[src/source/common_pkg.sv]
package common_pkg;

	typedef logic u1;         // flags
	typedef logic [2:0] u3;   // byte offset inside a doubleword
	typedef logic [4:0] u5;   // register index
	typedef logic [7:0] u8;   // byte strobe
	typedef logic [63:0] u64; // data and address

	// request channel, valid/ready
	typedef struct packed {
		u64 addr;   // byte address, RAM drops bits [2:0]
		u64 wdata;  // already replicated into lanes
		u8 strobe;  // one bit per byte lane
		u1 write;
	} dbus_req_t;

	// response channel, one-cycle pulse
	typedef struct packed {
		u64 rdata;  // whole doubleword
	} dbus_resp_t;

endpackage

[src/source/decode_pkg.sv]
package decode_pkg;

	import common_pkg::*;

	typedef enum logic [1:0] {
		MSIZE1, // byte
		MSIZE2, // halfword
		MSIZE4, // word
		MSIZE8  // doubleword
	} msize_t;

	// operation handed over by the upstream stage
	typedef struct packed {
		u64 addr;          // effective address, or ALU result
		u64 wdata;         // store source, low-aligned
		msize_t msize;
		u1 mem_read;
		u1 mem_write;
		u1 mem_unsigned;   // zero-extend on load
		u5 dst;
	} mem_op_t;

	// result handed to writeback
	typedef struct packed {
		u5 dst;
		u64 data;          // load value, ALU value, or zero for stores
		u1 misaligned;
	} mem_result_t;

endpackage

[src/source/mem_stage.sv]
`timescale 1ns/1ps

module mem_stage (
	input common_pkg::u1 clk,
	input common_pkg::u1 arst_n,

	input common_pkg::u1 in_valid,
	output common_pkg::u1 in_ready,
	input decode_pkg::mem_op_t in_op,

	output common_pkg::u1 out_valid,
	input common_pkg::u1 out_ready,
	output decode_pkg::mem_result_t out_res,

	output common_pkg::u1 dreq_valid,
	input common_pkg::u1 dreq_ready,
	output common_pkg::dbus_req_t dreq,

	input common_pkg::u1 dresp_valid,
	input common_pkg::dbus_resp_t dresp
);
	import common_pkg::*;
	import decode_pkg::*;

	typedef enum logic [1:0] {
		IDLE,
		REQ,
		WAIT,
		DONE
	} state_t;

	state_t state;
	mem_op_t op_q;
	dbus_req_t req_q;
	mem_result_t res_q;

	u64 wd_data;
	u8 wd_strobe;
	u1 wd_misaligned;
	u64 ld_data;
	u1 is_mem;
	u1 in_fire;

	// store lanes and alignment come from the incoming op
	writedata u_writedata (
		.wdata(in_op.wdata),
		.addr(in_op.addr[2:0]),
		.msize(in_op.msize),
		.data(wd_data),
		.strobe(wd_strobe),
		.misaligned(wd_misaligned)
	);

	// load formatting uses the latched op
	readdata u_readdata (
		._rd(dresp.rdata),
		.rd(ld_data),
		.addr(op_q.addr[2:0]),
		.msize(op_q.msize),
		.mem_unsigned(op_q.mem_unsigned)
	);

	assign is_mem = in_op.mem_read | in_op.mem_write;
	assign in_fire = in_valid & in_ready;

	assign in_ready = (state == IDLE);
	assign dreq_valid = (state == REQ);
	assign out_valid = (state == DONE);
	assign dreq = req_q;
	assign out_res = res_q;

	always_ff @(posedge clk or negedge arst_n) begin
		if (!arst_n) begin
			state <= IDLE;
		end else begin
			unique case (state)
				IDLE: begin
					if (in_fire) begin
						state <= (is_mem && !wd_misaligned) ? REQ : DONE; // bad accesses skip the bus
					end
				end
				REQ: begin
					if (dreq_ready) state <= WAIT;
				end
				WAIT: begin
					if (dresp_valid) state <= DONE;
				end
				DONE: begin
					if (out_ready) state <= IDLE;
				end
				default: state <= IDLE;
			endcase
		end
	end

	always_ff @(posedge clk) begin
		if (in_fire) begin
			op_q <= in_op;
			req_q.addr <= in_op.addr;
			req_q.wdata <= wd_data;
			req_q.strobe <= wd_strobe;
			req_q.write <= in_op.mem_write;
			res_q.dst <= in_op.dst;
			res_q.data <= is_mem ? 64'd0 : in_op.addr; // non-memory ops pass the ALU value
			res_q.misaligned <= is_mem & wd_misaligned;
		end else if (state == WAIT && dresp_valid) begin
			res_q.data <= op_q.mem_read ? ld_data : 64'd0; // stores return zero
		end
	end

endmodule

[src/source/readdata.sv]
`timescale 1ns/1ps

module readdata (
	input common_pkg::u64 _rd,
	output common_pkg::u64 rd,
	input common_pkg::u3 addr,
	input decode_pkg::msize_t msize,
	input common_pkg::u1 mem_unsigned
);
	import common_pkg::*;
	import decode_pkg::*;

	u8 byte_f;
	logic [15:0] half_f;
	logic [31:0] word_f;
	u1 sign_bit;

	// pick each field size from its lane first
	always_comb begin
		byte_f = _rd[7:0];
		unique case (addr)
			3'd0: byte_f = _rd[7:0];
			3'd1: byte_f = _rd[15:8];
			3'd2: byte_f = _rd[23:16];
			3'd3: byte_f = _rd[31:24];
			3'd4: byte_f = _rd[39:32];
			3'd5: byte_f = _rd[47:40];
			3'd6: byte_f = _rd[55:48];
			3'd7: byte_f = _rd[63:56];
			default: byte_f = _rd[7:0];
		endcase
	end

	always_comb begin
		half_f = _rd[15:0];
		unique case (addr[2:1])
			2'd0: half_f = _rd[15:0];
			2'd1: half_f = _rd[31:16];
			2'd2: half_f = _rd[47:32];
			2'd3: half_f = _rd[63:48];
			default: half_f = _rd[15:0];
		endcase
	end

	assign word_f = addr[2] ? _rd[63:32] : _rd[31:0];

	// then extend to 64 bits
	always_comb begin
		sign_bit = 1'b0;
		rd = _rd;
		unique case (msize)
			MSIZE1: begin
				sign_bit = ~mem_unsigned & byte_f[7];
				rd = {{56{sign_bit}}, byte_f};
			end
			MSIZE2: begin
				sign_bit = ~mem_unsigned & half_f[15];
				rd = {{48{sign_bit}}, half_f};
			end
			MSIZE4: begin
				sign_bit = ~mem_unsigned & word_f[31]; // LWU zero-fills
				rd = {{32{sign_bit}}, word_f};
			end
			MSIZE8: begin
				rd = _rd; // no extension needed
			end
			default: begin
				rd = _rd;
			end
		endcase
	end

endmodule

[src/source/writedata.sv]
`timescale 1ns/1ps

module writedata (
	input common_pkg::u64 wdata,
	input common_pkg::u3 addr,
	input decode_pkg::msize_t msize,
	output common_pkg::u64 data,
	output common_pkg::u8 strobe,
	output common_pkg::u1 misaligned
);
	import decode_pkg::*;

	// the source is copied into every lane, the strobe picks the live ones
	always_comb begin
		data = wdata;
		strobe = 8'h00;
		misaligned = 1'b0;
		unique case (msize)
			MSIZE1: begin
				data = {8{wdata[7:0]}};
				strobe = 8'b0000_0001 << addr;
			end
			MSIZE2: begin
				data = {4{wdata[15:0]}};
				strobe = 8'b0000_0011 << {addr[2:1], 1'b0};
				misaligned = addr[0];
			end
			MSIZE4: begin
				data = {2{wdata[31:0]}};
				strobe = 8'b0000_1111 << {addr[2], 2'b00};
				misaligned = |addr[1:0];
			end
			MSIZE8: begin
				data = wdata;
				strobe = 8'hff;
				misaligned = |addr;
			end
			default: begin
				strobe = 8'h00;
			end
		endcase
	end

endmodule

[config.mk]
export PLATFORM = sky130hd
export DESIGN_NAME = mem_stage
export DESIGN_NICKNAME = d
export VERILOG_FILES = /design/src/source/common_pkg.sv /design/src/source/decode_pkg.sv /design/src/source/mem_stage.sv /design/src/source/readdata.sv /design/src/source/writedata.sv
export SDC_FILE = /design/constraint.sdc
export NUM_CORES = 1
export LEC_CHECK = 0
export ABC_AREA = 1
export BUFFER_PORTS_ARGS = -buffer_cell sky130_fd_sc_hd__buf_2
export CORE_AREA = 2 2 161 163
export CTS_CLUSTER_DIAMETER = 30
export DETAILED_ROUTE_END_ITERATION = 10
export DIE_AREA = 0 0 163 165
export PLACE_DENSITY = 0.77
export SKIP_LAST_GASP = 1
export SLEW_MARGIN = 30
export SYNTH_ARGS = -nofsm -noshare
export SYNTH_HDL_FRONTEND = slang
export SYNTH_HIERARCHICAL = 1
export SYNTH_SLANG_ARGS = --single-unit
[constraint.sdc]
create_clock -name clk -period 7.05 [get_ports clk]
set_input_delay 1.41 -clock clk [delete_from_list [all_inputs] [get_ports clk]]
set_output_delay 1.41 -clock clk [all_outputs]
set_load 0.01 [all_outputs]
==> results of run 1 <==
per-stage QoR:
| step | instance area [µm²] | std cells | worst slack [ps] | hold WS, ps | utilization |
|---|---|---|---|---|---|
| floorplan | 12100 | 1427 | 3280 | 517 | - |
| global placement | 13600 | 2027 | 3210 | 548 | 0.543 |
| detailed placement | 13600 | 2027 | 3150 | 555 | 0.543 |
| CTS | 15200 | 2108 | 3380 | 568 | 0.606 |
| global route | 15200 | 2112 | 3300 | 629 | 0.607 |
| finish | 15200 | 2115 | 3400 | 576 | 0.607 |
layout make-up:
class | count | area, µm² | area share
Timing Repair Buffer | 426 | 2150 | 0.142
Clock buffer | 47 | 1110 | 0.0732
Multi-Input combinational cell | 921 | 4140 | 0.272
Antenna cell | 7 | 17.5 | 0.00115
Inverter | 137 | 524 | 0.0345
Sequential cell | 213 | 6390 | 0.420
Clock inverter | 34 | 457 | 0.0300
Tap cell | 330 | 413 | 0.0272
path summary, 6_finish.rpt:
check / slack, ps / from / cells after the start / to
worst max-delay path: 3400 / dreq[75] / 2 / dreq[75]
worst max register to register: 3760 / dreq[75] / 10 / out_res[32]
worst min register to register: 580 / state[0] / 2 / state[0]
min in group asynchronous: 650 / arst_n / 1 / state[0]
max in group asynchronous: 6300 / arst_n / 1 / state[1]
worst min-delay path: 580 / state[0] / 2 / state[0]
sequential cells by signal, indices dropped and copies added, names as in the netlist:
name     flops
op_q         4
out_res     70
state        2
dreq       137
cells in the mapped netlist (2+ instances only):
master	number	area share
nor2_4	2	0.0019
a22oi_1	8	0.0050
o21ai_0	33	0.014
nor2_1	50	0.016
buf_1	3	0.00093
nor2_2	3	0.0016
ha_1	5	0.0052
nand2_1	490	0.15
clkbuf_1	7	0.0022
edfxtp_1	211	0.52
nand2_4	2	0.0019
o211ai_1	10	0.0062
dfrtp_1	2	0.0041
a21oi_1	39	0.016
inv_1	123	0.038
inv_2	12	0.0037
buf_4	98	0.061
nand4_1	28	0.015
o22ai_1	3	0.0016
buf_6	10	0.0093
nand3_1	242	0.10
buf_2	38	0.016
o21ai_1	2	0.00083
power breakdown:
part           total [mW]  internal, mW  leakage (nW)  switching (mW)
clock network        2.18          1.43         0.754           0.748
registers            1.91          1.82          2.00          0.0916
logic                1.45         0.450          4.81            1.00
total                5.55          3.70          7.56            1.84
kinds of logic after synthesis:
logic type,after synthesis,share of synthesized area
AOI/OAI and AO/OA,96,0.0441
adders and majority gates,5,0.00518
buffers and inverters,293,0.132
DFF,213,0.529
and+or+nand+nor,820,0.290
worst register-to-register path, cell delays in order, from the launching register on:
cell and delay, ps:
edfxtp_1 850, buf_4 600, nor2_1 120, buf_4 250, a21oi_2 230, nand3_4 440, nand2_1 310, inv_1 70
nand2_1 70, nand3_1 110, nand2_1 120
metal layers:
layer  GRT usage  vias to the layer above  part of all wire  wire length, µm
li1            -                     5338                 -                -
met1       0.320                     5150              0.36            14000
met2       0.500                      631              0.51            19700
met3      0.0791                       93              0.10             3910
met4       0.118                        2             0.033             1310
met5           0                        -           0.00033               13
==> summary.md, run 1 <==
| Metric | Value |
|---|---|
| Kind of cell adding the most delay to the critical path | `flip-flops` |
| Largest net degree at the start of global routing | `149` |
| Final Setup Violations | `0` |
| H-tree depth | `2` |
| Routed wire length | `39000 µm` |
| Die extent in x | `163 µm` |
| Inserted Clock Buffers | `44` |
| Post-CTS setup repair buffer count | `0` |
| CTS resizes | `0` |
| GRT Total Usage | `0.282` |
| Worst-Skew Late Latency | `550 ps` |
| Status | `completed` |
| PnR Total Power | `5.55 mW` |
| VDD IR max | `251 µV` |
| CP endpoint kind | `primary output` |
| Fin Setup TNS | `0 ps` |
| Min Tclk post-route | `3650 ps` |
| Post-synth cell types | `29` |
| DRT iter0 DRCs | `1132` |
| Fillers | `2212` |
| Mean Syn Cell Area | `8.46 µm²` |
| Placer Congestion | `0.929` |
| LEAKAGE | `7.56 nW` |
| Top FF cell, synth | `edfxtp_1` |
| Clk buf depth | `3` |
| P&R area growth vs syn | `25.9%` |
| Post-route ant nets | `0` |
| Worst min-delay path class | `flop to flop` |
| CP arrival | `2240 ps` |
| Synthesized area | `0.0121 mm²` |
| Crit Path Max Fanout | `54` |
| Final #Nets | `1956` |
| Initial antenna violation count | `7` |
| Initial cell density of the core | `0.482` |
| Final Max Slew Viols | `0` |
| Boundary Pins | `418` |
| Die area | `0.0269 mm²` |
| Worst path required time | `5640 ps` |
| DP HPWL | `27100 µm` |
| Pwr dens | `365 mW/mm²` |
| Setup CP Type | `flop to primary output` |
| Max-slew headroom | `0.362` |
| Max Fclk | `274 MHz` |
| Max-Cap Viols | `0` |
| Final period utilization | `0.518` |
| Slowest cell delay on critical path | `850 ps` |
| CP startpoint kind | `flop` |
| Number of global-route vias before repair | `10700` |
| Routed vias | `11200` |
| Unrepaired setup endpoints after global routing | `no` |
| CTS clk-pin slew, worst paths | `50 ps` |
| #FFs+latches synth | `213` |
| Grt ovf | `0` |
| Gate Count Post-Synth | `1427` |
| Hold Vio Cnt, Final | `0` |
| Drt pass-1 iters | `7` |
| Share of layout cells above drive strength 1 | `0.297` |
| Number of hold buffers added after cts | `0` |
| Worst path bufs/invs | `2` |
| Row count | `58` |
| CTS tree | `yes` |
| Sequential share of the synthesized area | `0.529` |
| I/O Buffers | `417` |
| Total number of yosys warnings | `6` |
| Drt drc | `0` |
| Syn_nets | `1640` |
| Crit-path slowest cell | `edfxtp_1` |
| Routed WL per cell | `18.4 µm` |
| Root buffer cell | `clkbuf_16` |
| First-pass GRT wire length | `58200 µm` |
| EDFF count, synth | `211` |
| Ys async rst share | `0.00939` |
| Commonest non-fill, non-tap cell in the layout | `nand2_1` |
| Die Ht | `165 µm` |
| Most frequent cells in the layout | `nand2_1, buf_2, nand3_1, edfxtp_1, inv_1` |
| Clk sinks | `213` |
| Vias per cell | `5.30` |
| Cell chain of the critical path | `buf_4 -> buf_2` |
| Skew final | `16.2 ps` |
| Core area | `0.0250 mm²` |
| Worst slew pin tran | `957 ps` |
No activity file was read; power rests on OpenSTA's default activity.
==> run 2: changes to the inputs <==
CORE_AREA = 2 2 162 164   (was 2 2 161 163)
DIE_AREA = 0 0 164 166   (was 0 0 163 165)
PLACE_DENSITY = 0.76   (was 0.77)
clock period = 3.5 ns   (was 7.05 ns; I/O delays follow)
==> summary.md, run 2 (same netlist as run 1, synthesis figures left out) <==
| Metric | Value |
|---|---|
| Max-Cap Viols | `0 (unchanged)` |
| Core area | `0.0256 mm² (was 0.0250 mm²)` |
| Max Fclk | `382 MHz` |
| Max reg flops | `137 (unchanged)` |
| Setup CP Type | `flop to flop (was flop to primary output)` |
| Skew final | `17.2 ps (was 16.2 ps)` |
| Largest net degree at the start of global routing | `83 (was 149)` |
| Commonest non-fill, non-tap cell in the layout | `nand2_1 (unchanged)` |
| Finished Layout Cells | `2137 (was 2115)` |
| CTS clk-pin slew, worst paths | `50 ps (about the same)` |
| CP endpoint kind | `flop (was primary output)` |
| Fillers | `2319 (was 2212)` |
| Sw Share | `0.335 (was 0.332)` |
| Worst slew pin tran | `904 ps (was 957 ps)` |
| Clk sinks | `213 (unchanged)` |
| Inserted Clock Buffers | `45 (was 44)` |
| Pwr dens | `728 mW/mm² (was 365 mW/mm²)` |
| Worst-Skew Late Latency | `530 ps (was 550 ps)` |
| Placer Congestion | `0.996 (was 0.929)` |
| First-pass GRT wire length | `60700 µm (was 58200 µm)` |
| Clock share of power | `0.385 (was 0.393)` |
| Final WS setup | `879 ps (was 3400 ps)` |
| Hold Vio Cnt, Final | `0 (unchanged)` |
| CTS tree | `yes (unchanged)` |
| Die Ht | `166 µm (was 165 µm)` |
| Initial antenna violation count | `12 (was 7)` |
| Post-CTS setup repair buffer count | `0 (unchanged)` |
| Routed vias | `11400 (was 11200)` |
| Worst min-delay path class | `input port to flop (was flop to flop)` |
| Placed Instances | `2041 (was 2027)` |
| GRT Total Usage | `0.289 (was 0.282)` |
| Most frequent cells in the layout | `nand2_1, buf_2, nand3_1, edfxtp_1, inv_1 (unchanged)` |
| I/O Buffers | `417 (unchanged)` |
| Boundary Pins | `418 (unchanged)` |
| P&R area growth vs syn | `26.5% (was 25.9%)` |
| VDD IR max | `618 µV (was 251 µV)` |
| Max-slew headroom | `0.397 (was 0.362)` |
| Sequential power share | `0.347 (was 0.345)` |
| Final period utilization | `0.749` |
| DP HPWL | `28600 µm (was 27100 µm)` |
| Root buffer cell | `clkbuf_16 (unchanged)` |
| Worst path required time | `3900 ps (was 5640 ps)` |
| Drt drc | `0 (unchanged)` |
| Sw power | `3.73 mW (was 1.84 mW)` |
| Initial cell density of the core | `0.471 (was 0.482)` |
| Fin Setup TNS | `0 ps (unchanged)` |
| Final Max Slew Viols | `0 (unchanged)` |
| Pint | `7.39 mW (was 3.70 mW)` |
| CP startpoint kind | `flop (unchanged)` |
| Grt ovf | `0 (unchanged)` |
| Combinational share of power | `0.269 (was 0.262)` |
| Final #Nets | `1967 (was 1956)` |
| Die extent in x | `164 µm (was 163 µm)` |
| Drt pass-1 iters | `8 (was 7)` |
| Status | `completed (unchanged)` |
| LEAKAGE | `7.60 nW (was 7.56 nW)` |
| Die area | `0.0272 mm² (was 0.0269 mm²)` |
| Number of global-route vias before repair | `11200 (was 10700)` |
| Crit Path Max Fanout | `43 (was 54)` |
| Row count | `59 (was 58)` |
| Dpl ws | `893 ps (was 3150 ps)` |
| Post-route ant nets | `0 (unchanged)` |
| Vias per cell | `5.35 (was 5.30)` |
| Routed WL per cell | `18.9 µm (was 18.4 µm)` |
| Routed wire length | `40300 µm (was 39000 µm)` |
| H-tree depth | `2 (unchanged)` |
| CP arrival | `3020 ps (was 2240 ps)` |
| Share of layout cells above drive strength 1 | `0.303 (was 0.297)` |
| Unrepaired setup endpoints after global routing | `no (unchanged)` |
| Min Tclk post-route | `2620 ps` |
| Final Setup Violations | `0 (unchanged)` |
| DRT iter0 DRCs | `1118 (was 1132)` |
| Clk buf depth | `3 (unchanged)` |
-- run 2: cell types whose count changed in the layout (fill, tap and decap cells not counted), moves of 2 or more --
| cell | delta |
|---|---|
| clkinv_2 | +4 |
| clkinvlp_4 | +5 |
| buf_12 | +3 |
| diode_2 | +4 |
| buf_4 | +6 |
| clkinv_1 | -3 |
| nand3_4 | -2 |
| bufinv_16 | -2 |
-- run 2: critical path, stage by stage (launching register included) --
cell	delay, ps
edfxtp_1	390
inv_2	550
nand2_1	120
nand2_1	150
nand3_1	390
buf_4	370
o21ai_0	90
inv_1	70
nand2_1	70
inv_1	50
nand2_1	50
nand3_1	70
nand2_1	100
-- run 2: power groups by stage --
| stage | clock network (mW) | logic (mW) | registers (mW) |
|---|---|---|---|
| after floorplan | 0 | 1.73 | 4.15 |
| after global placement | 0 | 2.92 | 3.88 |
| after detailed placement | 0 | 2.97 | 3.89 |
| after CTS | 4.33 | 2.99 | 3.86 |
| after global routing | 4.43 | 3.30 | 3.91 |
| final | 4.28 | 2.99 | 3.85 |
-- run 2: timing repair --
item / CTS / global route
hold endpoints to repair: 2 / 0
resized for setup: 0 / 0
hold buffers: 1 / 0
-- run 2: final cells by class --
type | count | area [µm²] | area share
diodes | 11 | 27.5 | 0.00180
well taps | 335 | 419 | 0.0274
clock inverters | 36 | 395 | 0.0259
repair buffers | 436 | 2270 | 0.149
clock buffers | 48 | 1140 | 0.0745
inverters | 137 | 524 | 0.0343
multi-input cells | 921 | 4120 | 0.269
flip-flops and latches | 213 | 6390 | 0.418
-- run 2: final timing paths --
check,slack [ps],to,start,cells after the start
max in group asynchronous,2910,state[1],arst_n,2
min reg2reg,590,state[1],state[1],2
max reg2reg,880,out_res[52],dreq[75],12
min in group asynchronous,500,state[0],arst_n,2
max,880,out_res[52],dreq[75],12
min,340,op_q[5],in_op[5],1
-- run 2: stage by stage --
stage / area [µm²] / hold WS (ps) / util / power [mW]
final: 15300 / 341 / 0.596 / 11.1
after global routing: 15300 / 328 / 0.596 / 11.6
after CTS: 15200 / 324 / 0.595 / 11.2
after global placement: 13700 / 485 / 0.535 / 6.80
after detailed placement: 13700 / 492 / 0.535 / 6.86
after floorplan: 12100 / 404 / - / 5.87
-- run 2: layer usage --
metal  GRT usage  share of wire  vias up  wire [µm]
met5           0        0.00064        -         26
met4       0.171          0.060        4       2420
met3      0.0799           0.11      142       4460
met2       0.493           0.49      708      19800
met1       0.321           0.34     5230      13600
li1            -              -     5356          -
==> run 3: changes to the inputs <==
ABC_AREA = 0   (was 1)
CORE_AREA = 2 2 161 163   (was 2 2 162 164)
DIE_AREA = 0 0 163 165   (was 0 0 164 166)
clock period = 2.3 ns   (was 3.5 ns; I/O delays follow)
==> summary.md, run 3 <==
| Metric | Value |
|---|---|
| Initial cell density of the core | `0.449 (was 0.471)` |
| Hold Crit Depth | `1 (unchanged)` |
| First-pass GRT wire length | `52600 µm (was 60700 µm)` |
| Commonest non-fill, non-tap cell in the layout | `buf_2 (was nand2_1)` |
| Final Cell Area | `0.0150 mm² (was 0.0153 mm²)` |
| DP HPWL | `26800 µm (was 28600 µm)` |
| Die extent in x | `163 µm (was 164 µm)` |
| Clk buf depth | `3 (unchanged)` |
| Synth top cells by count | `edfxtp_1, buf_4, a22o_1, nand2_1, mux2i_1 (was nand2_1, nand3_1, edfxtp_1, inv_1, buf_4)` |
| Skew final | `33.8 ps (was 17.2 ps)` |
| Boundary Pins | `418 (unchanged)` |
| Final period utilization | `1.03 (was 0.749)` |
| Fin Setup TNS | `-534 ps (was 0 ps)` |
| Placer Congestion | `0.875 (was 0.996)` |
| CTS clk-pin slew, worst paths | `50 ps (about the same)` |
| Final Util | `0.599 (was 0.596)` |
| LEAKAGE | `6.40 nW (was 7.60 nW)` |
| Synth top area share | `0.564 (was 0.525)` |
| Number of global-route vias before repair | `8919 (was 11200)` |
| Worst slew pin tran | `545 ps (was 904 ps)` |
| FF-to-FF path depth | `9 (was 12)` |
| Failing checks | `setup timing` |
| Clk sinks | `213 (unchanged)` |
| Synthesized area | `0.0112 mm² (was 0.0121 mm²)` |
| Top FF cell, synth | `edfxtp_1 (unchanged)` |
| Largest net degree at the start of global routing | `65 (was 83)` |
| Pwr dens | `1070 mW/mm² (was 728 mW/mm²)` |
| Worst path required time | `2550 ps (was 3900 ps)` |
| Gate Count Post-Synth | `852 (was 1427)` |
| Final #Nets | `1461 (was 1967)` |
| GRT Total Usage | `0.263 (was 0.289)` |
| Final hold slack | `113 ps (was 341 ps)` |
| Worst min-delay path class | `input port to flop (unchanged)` |
| Final Setup Violations | `22 (was 0)` |
| Drt pass-1 iters | `5 (was 8)` |
| Drt drc | `0 (unchanged)` |
| Post-synth top area cell | `edfxtp_1 (unchanged)` |
| Max-Cap Viols | `0 (unchanged)` |
| Sequential share of the synthesized area | `0.569 (was 0.529)` |
| CP endpoint kind | `flop (unchanged)` |
| Routed vias | `8872 (was 11400)` |
| Post-route ant nets | `0 (unchanged)` |
| Min-delay src | `in_op[3] (was in_op[5])` |
| Vias per cell | `5.48 (was 5.35)` |
| Core area | `0.0250 mm² (was 0.0256 mm²)` |
| Max-slew headroom | `0.634 (was 0.397)` |
| Largest cells by area after synthesis | `edfxtp_1, a22o_1, buf_4, mux4_2, mux2_2 (was edfxtp_1, nand2_1, nand3_1, buf_4, inv_1)` |
| EDFF count, synth | `211 (unchanged)` |
| Routed WL per cell | `22.4 µm (was 18.9 µm)` |
| Share of layout cells above drive strength 1 | `0.523 (was 0.303)` |
| Initial antenna violation count | `6 (was 12)` |
| Max reg flops | `137 (unchanged)` |
| Crit Path Max Fanout | `6 (was 43)` |
| P&R area growth vs syn | `33.6% (was 26.5%)` |
| Ys async rst share | `0.00939 (unchanged)` |
| Status | `finished with violations (was completed)` |
| Final Max Slew Viols | `0 (unchanged)` |
| Setup CP Type | `flop to flop (unchanged)` |
| Fillers | `1984 (was 2319)` |
| H-tree depth | `2 (unchanged)` |
| Mean Syn Cell Area | `13.2 µm² (was 8.46 µm²)` |
| Top-count cell post-synth | `edfxtp_1 (was nand2_1)` |
| Placed cell area | `0.0134 mm² (was 0.0137 mm²)` |
| I/O Buffers | `417 (unchanged)` |
| Root buffer cell | `clkbuf_16 (unchanged)` |
| Worst-Skew Late Latency | `530 ps (about the same)` |
| Max Fclk | `424 MHz (was 382 MHz)` |
| Die Ht | `165 µm (was 166 µm)` |
| #FFs+latches synth | `213 (unchanged)` |
| CP arrival | `2610 ps (was 3020 ps)` |
| Post-synth cell types | `53 (was 29)` |
| Final WS setup | `-60.1 ps (was 879 ps)` |
| Min Tclk post-route | `2360 ps (was 2620 ps)` |
| DRT iter0 DRCs | `818 (was 1118)` |
| VDD IR max | `706 µV (was 618 µV)` |
| Row count | `58 (was 59)` |
| Routed wire length | `36200 µm (was 40300 µm)` |
| Worst R2R End | `out_res[47] (was out_res[52])` |
| Syn_nets | `1065 (was 1640)` |
| Worst r2r src | `dreq[73] (was dreq[75])` |
| Die area | `0.0269 mm² (was 0.0272 mm²)` |
| CTS tree | `yes (unchanged)` |
| Most frequent cells in the layout | `buf_2, edfxtp_1, a22o_1, nand2_1, clkbuf_16 (was nand2_1, buf_2, nand3_1, edfxtp_1, inv_1)` |
| Total number of yosys warnings | `6 (unchanged)` |
| Grt ovf | `0 (unchanged)` |
| Unrepaired setup endpoints after global routing | `yes (was no)` |
| Worst hold path endpoint | `out_res[68] (was op_q[5])` |
| Hold Vio Cnt, Final | `0 (unchanged)` |
| Inserted Clock Buffers | `46 (was 45)` |
| CP startpoint kind | `flop (unchanged)` |
| Reg2Reg Setup Slack | `-60 ps (was 880 ps)` |
==> run 3: kinds of logic after synthesis <==
kind of cell	count (synthesis)	synth area share
buffers and inverters	159	0.0946
adder cells (fa/ha/maj)	5	0.00557
AO/OA/AOI/OAI	198	0.127
AND/OR/NAND/NOR	165	0.0736
flip-flops	213	0.569
multiplexers	112	0.131
==> run 3: per-stage QoR <==
step           power, mW  instances  setup WS [ps]
6_report            16.1       1619          -60.1
5_1_grt             16.8       1616           -140
4_1_cts             16.1       1609          -35.9
3_5_place_dp        9.86       1523           -246
3_3_place_gp        9.77       1523           -226
2_1_floorplan       8.33        852           -957
==> run 3: cell type report <==
| cell class | instances | area (µm²) | area share |
|---|---|---|---|
| inverter | 27 | 105 | 0.00701 |
| sequential | 213 | 6390 | 0.426 |
| multi-input combinational | 480 | 3870 | 0.258 |
| tap | 330 | 413 | 0.0275 |
| antenna | 4 | 10.0 | 0.000667 |
| timing repair buffer | 480 | 2730 | 0.182 |
| clock inverter | 27 | 241 | 0.0161 |
| clock buffer | 58 | 1250 | 0.0831 |
==> run 3: repair_timing <==
action	in CTS	in global routing
pin swaps	0	4
setup endpoints to repair	30	42
resized for setup	2	21
buffers inserted	0	6
endpoints found under the hold margin	2	0
hold buffers	1	0
==> run 3: how the worst max path moves through the flow <==
stage                     startpoint          end  slack (ps)
after floorplan             state[0]      dreq[0]        -960
after global placement     dresp[39]  out_res[16]        -230
after detailed placement   dresp[39]  out_res[34]        -250
after CTS                   dreq[73]  out_res[34]         -40
after global routing        dreq[75]  out_res[55]        -140
final                       dreq[73]  out_res[47]         -60
==> run 3: metal layers <==
layer / up-vias / wire length [µm] / GRT usage
met3: 93 / 4060 / 0.0856
met5: - / 27 / 0
li1: 3980 / - / -
met1: 4238 / 12300 / 0.289
met4: 4 / 1700 / 0.136
met2: 557 / 18200 / 0.457
==> run 3: report_power, final <==
| group | leakage, nW | internal [mW] | total (mW) | switching, mW |
|---|---|---|---|---|
| registers | 1.99 | 5.43 | 5.66 | 0.230 |
| logic | 3.69 | 1.71 | 4.22 | 2.50 |
| clock network | 0.725 | 4.09 | 6.22 | 2.13 |
| total | 6.40 | 11.2 | 16.1 | 4.86 |
==> run 3: worst max-delay path: stages (launching register included) <==
cell and delay, ps:
edfxtp_1 400, mux4_2 530, and2_4 160, o21a_4 220
nor3_4 190, buf_12 160, buf_8 120, buf_4 100
nand2_2 30, a22o_1 190
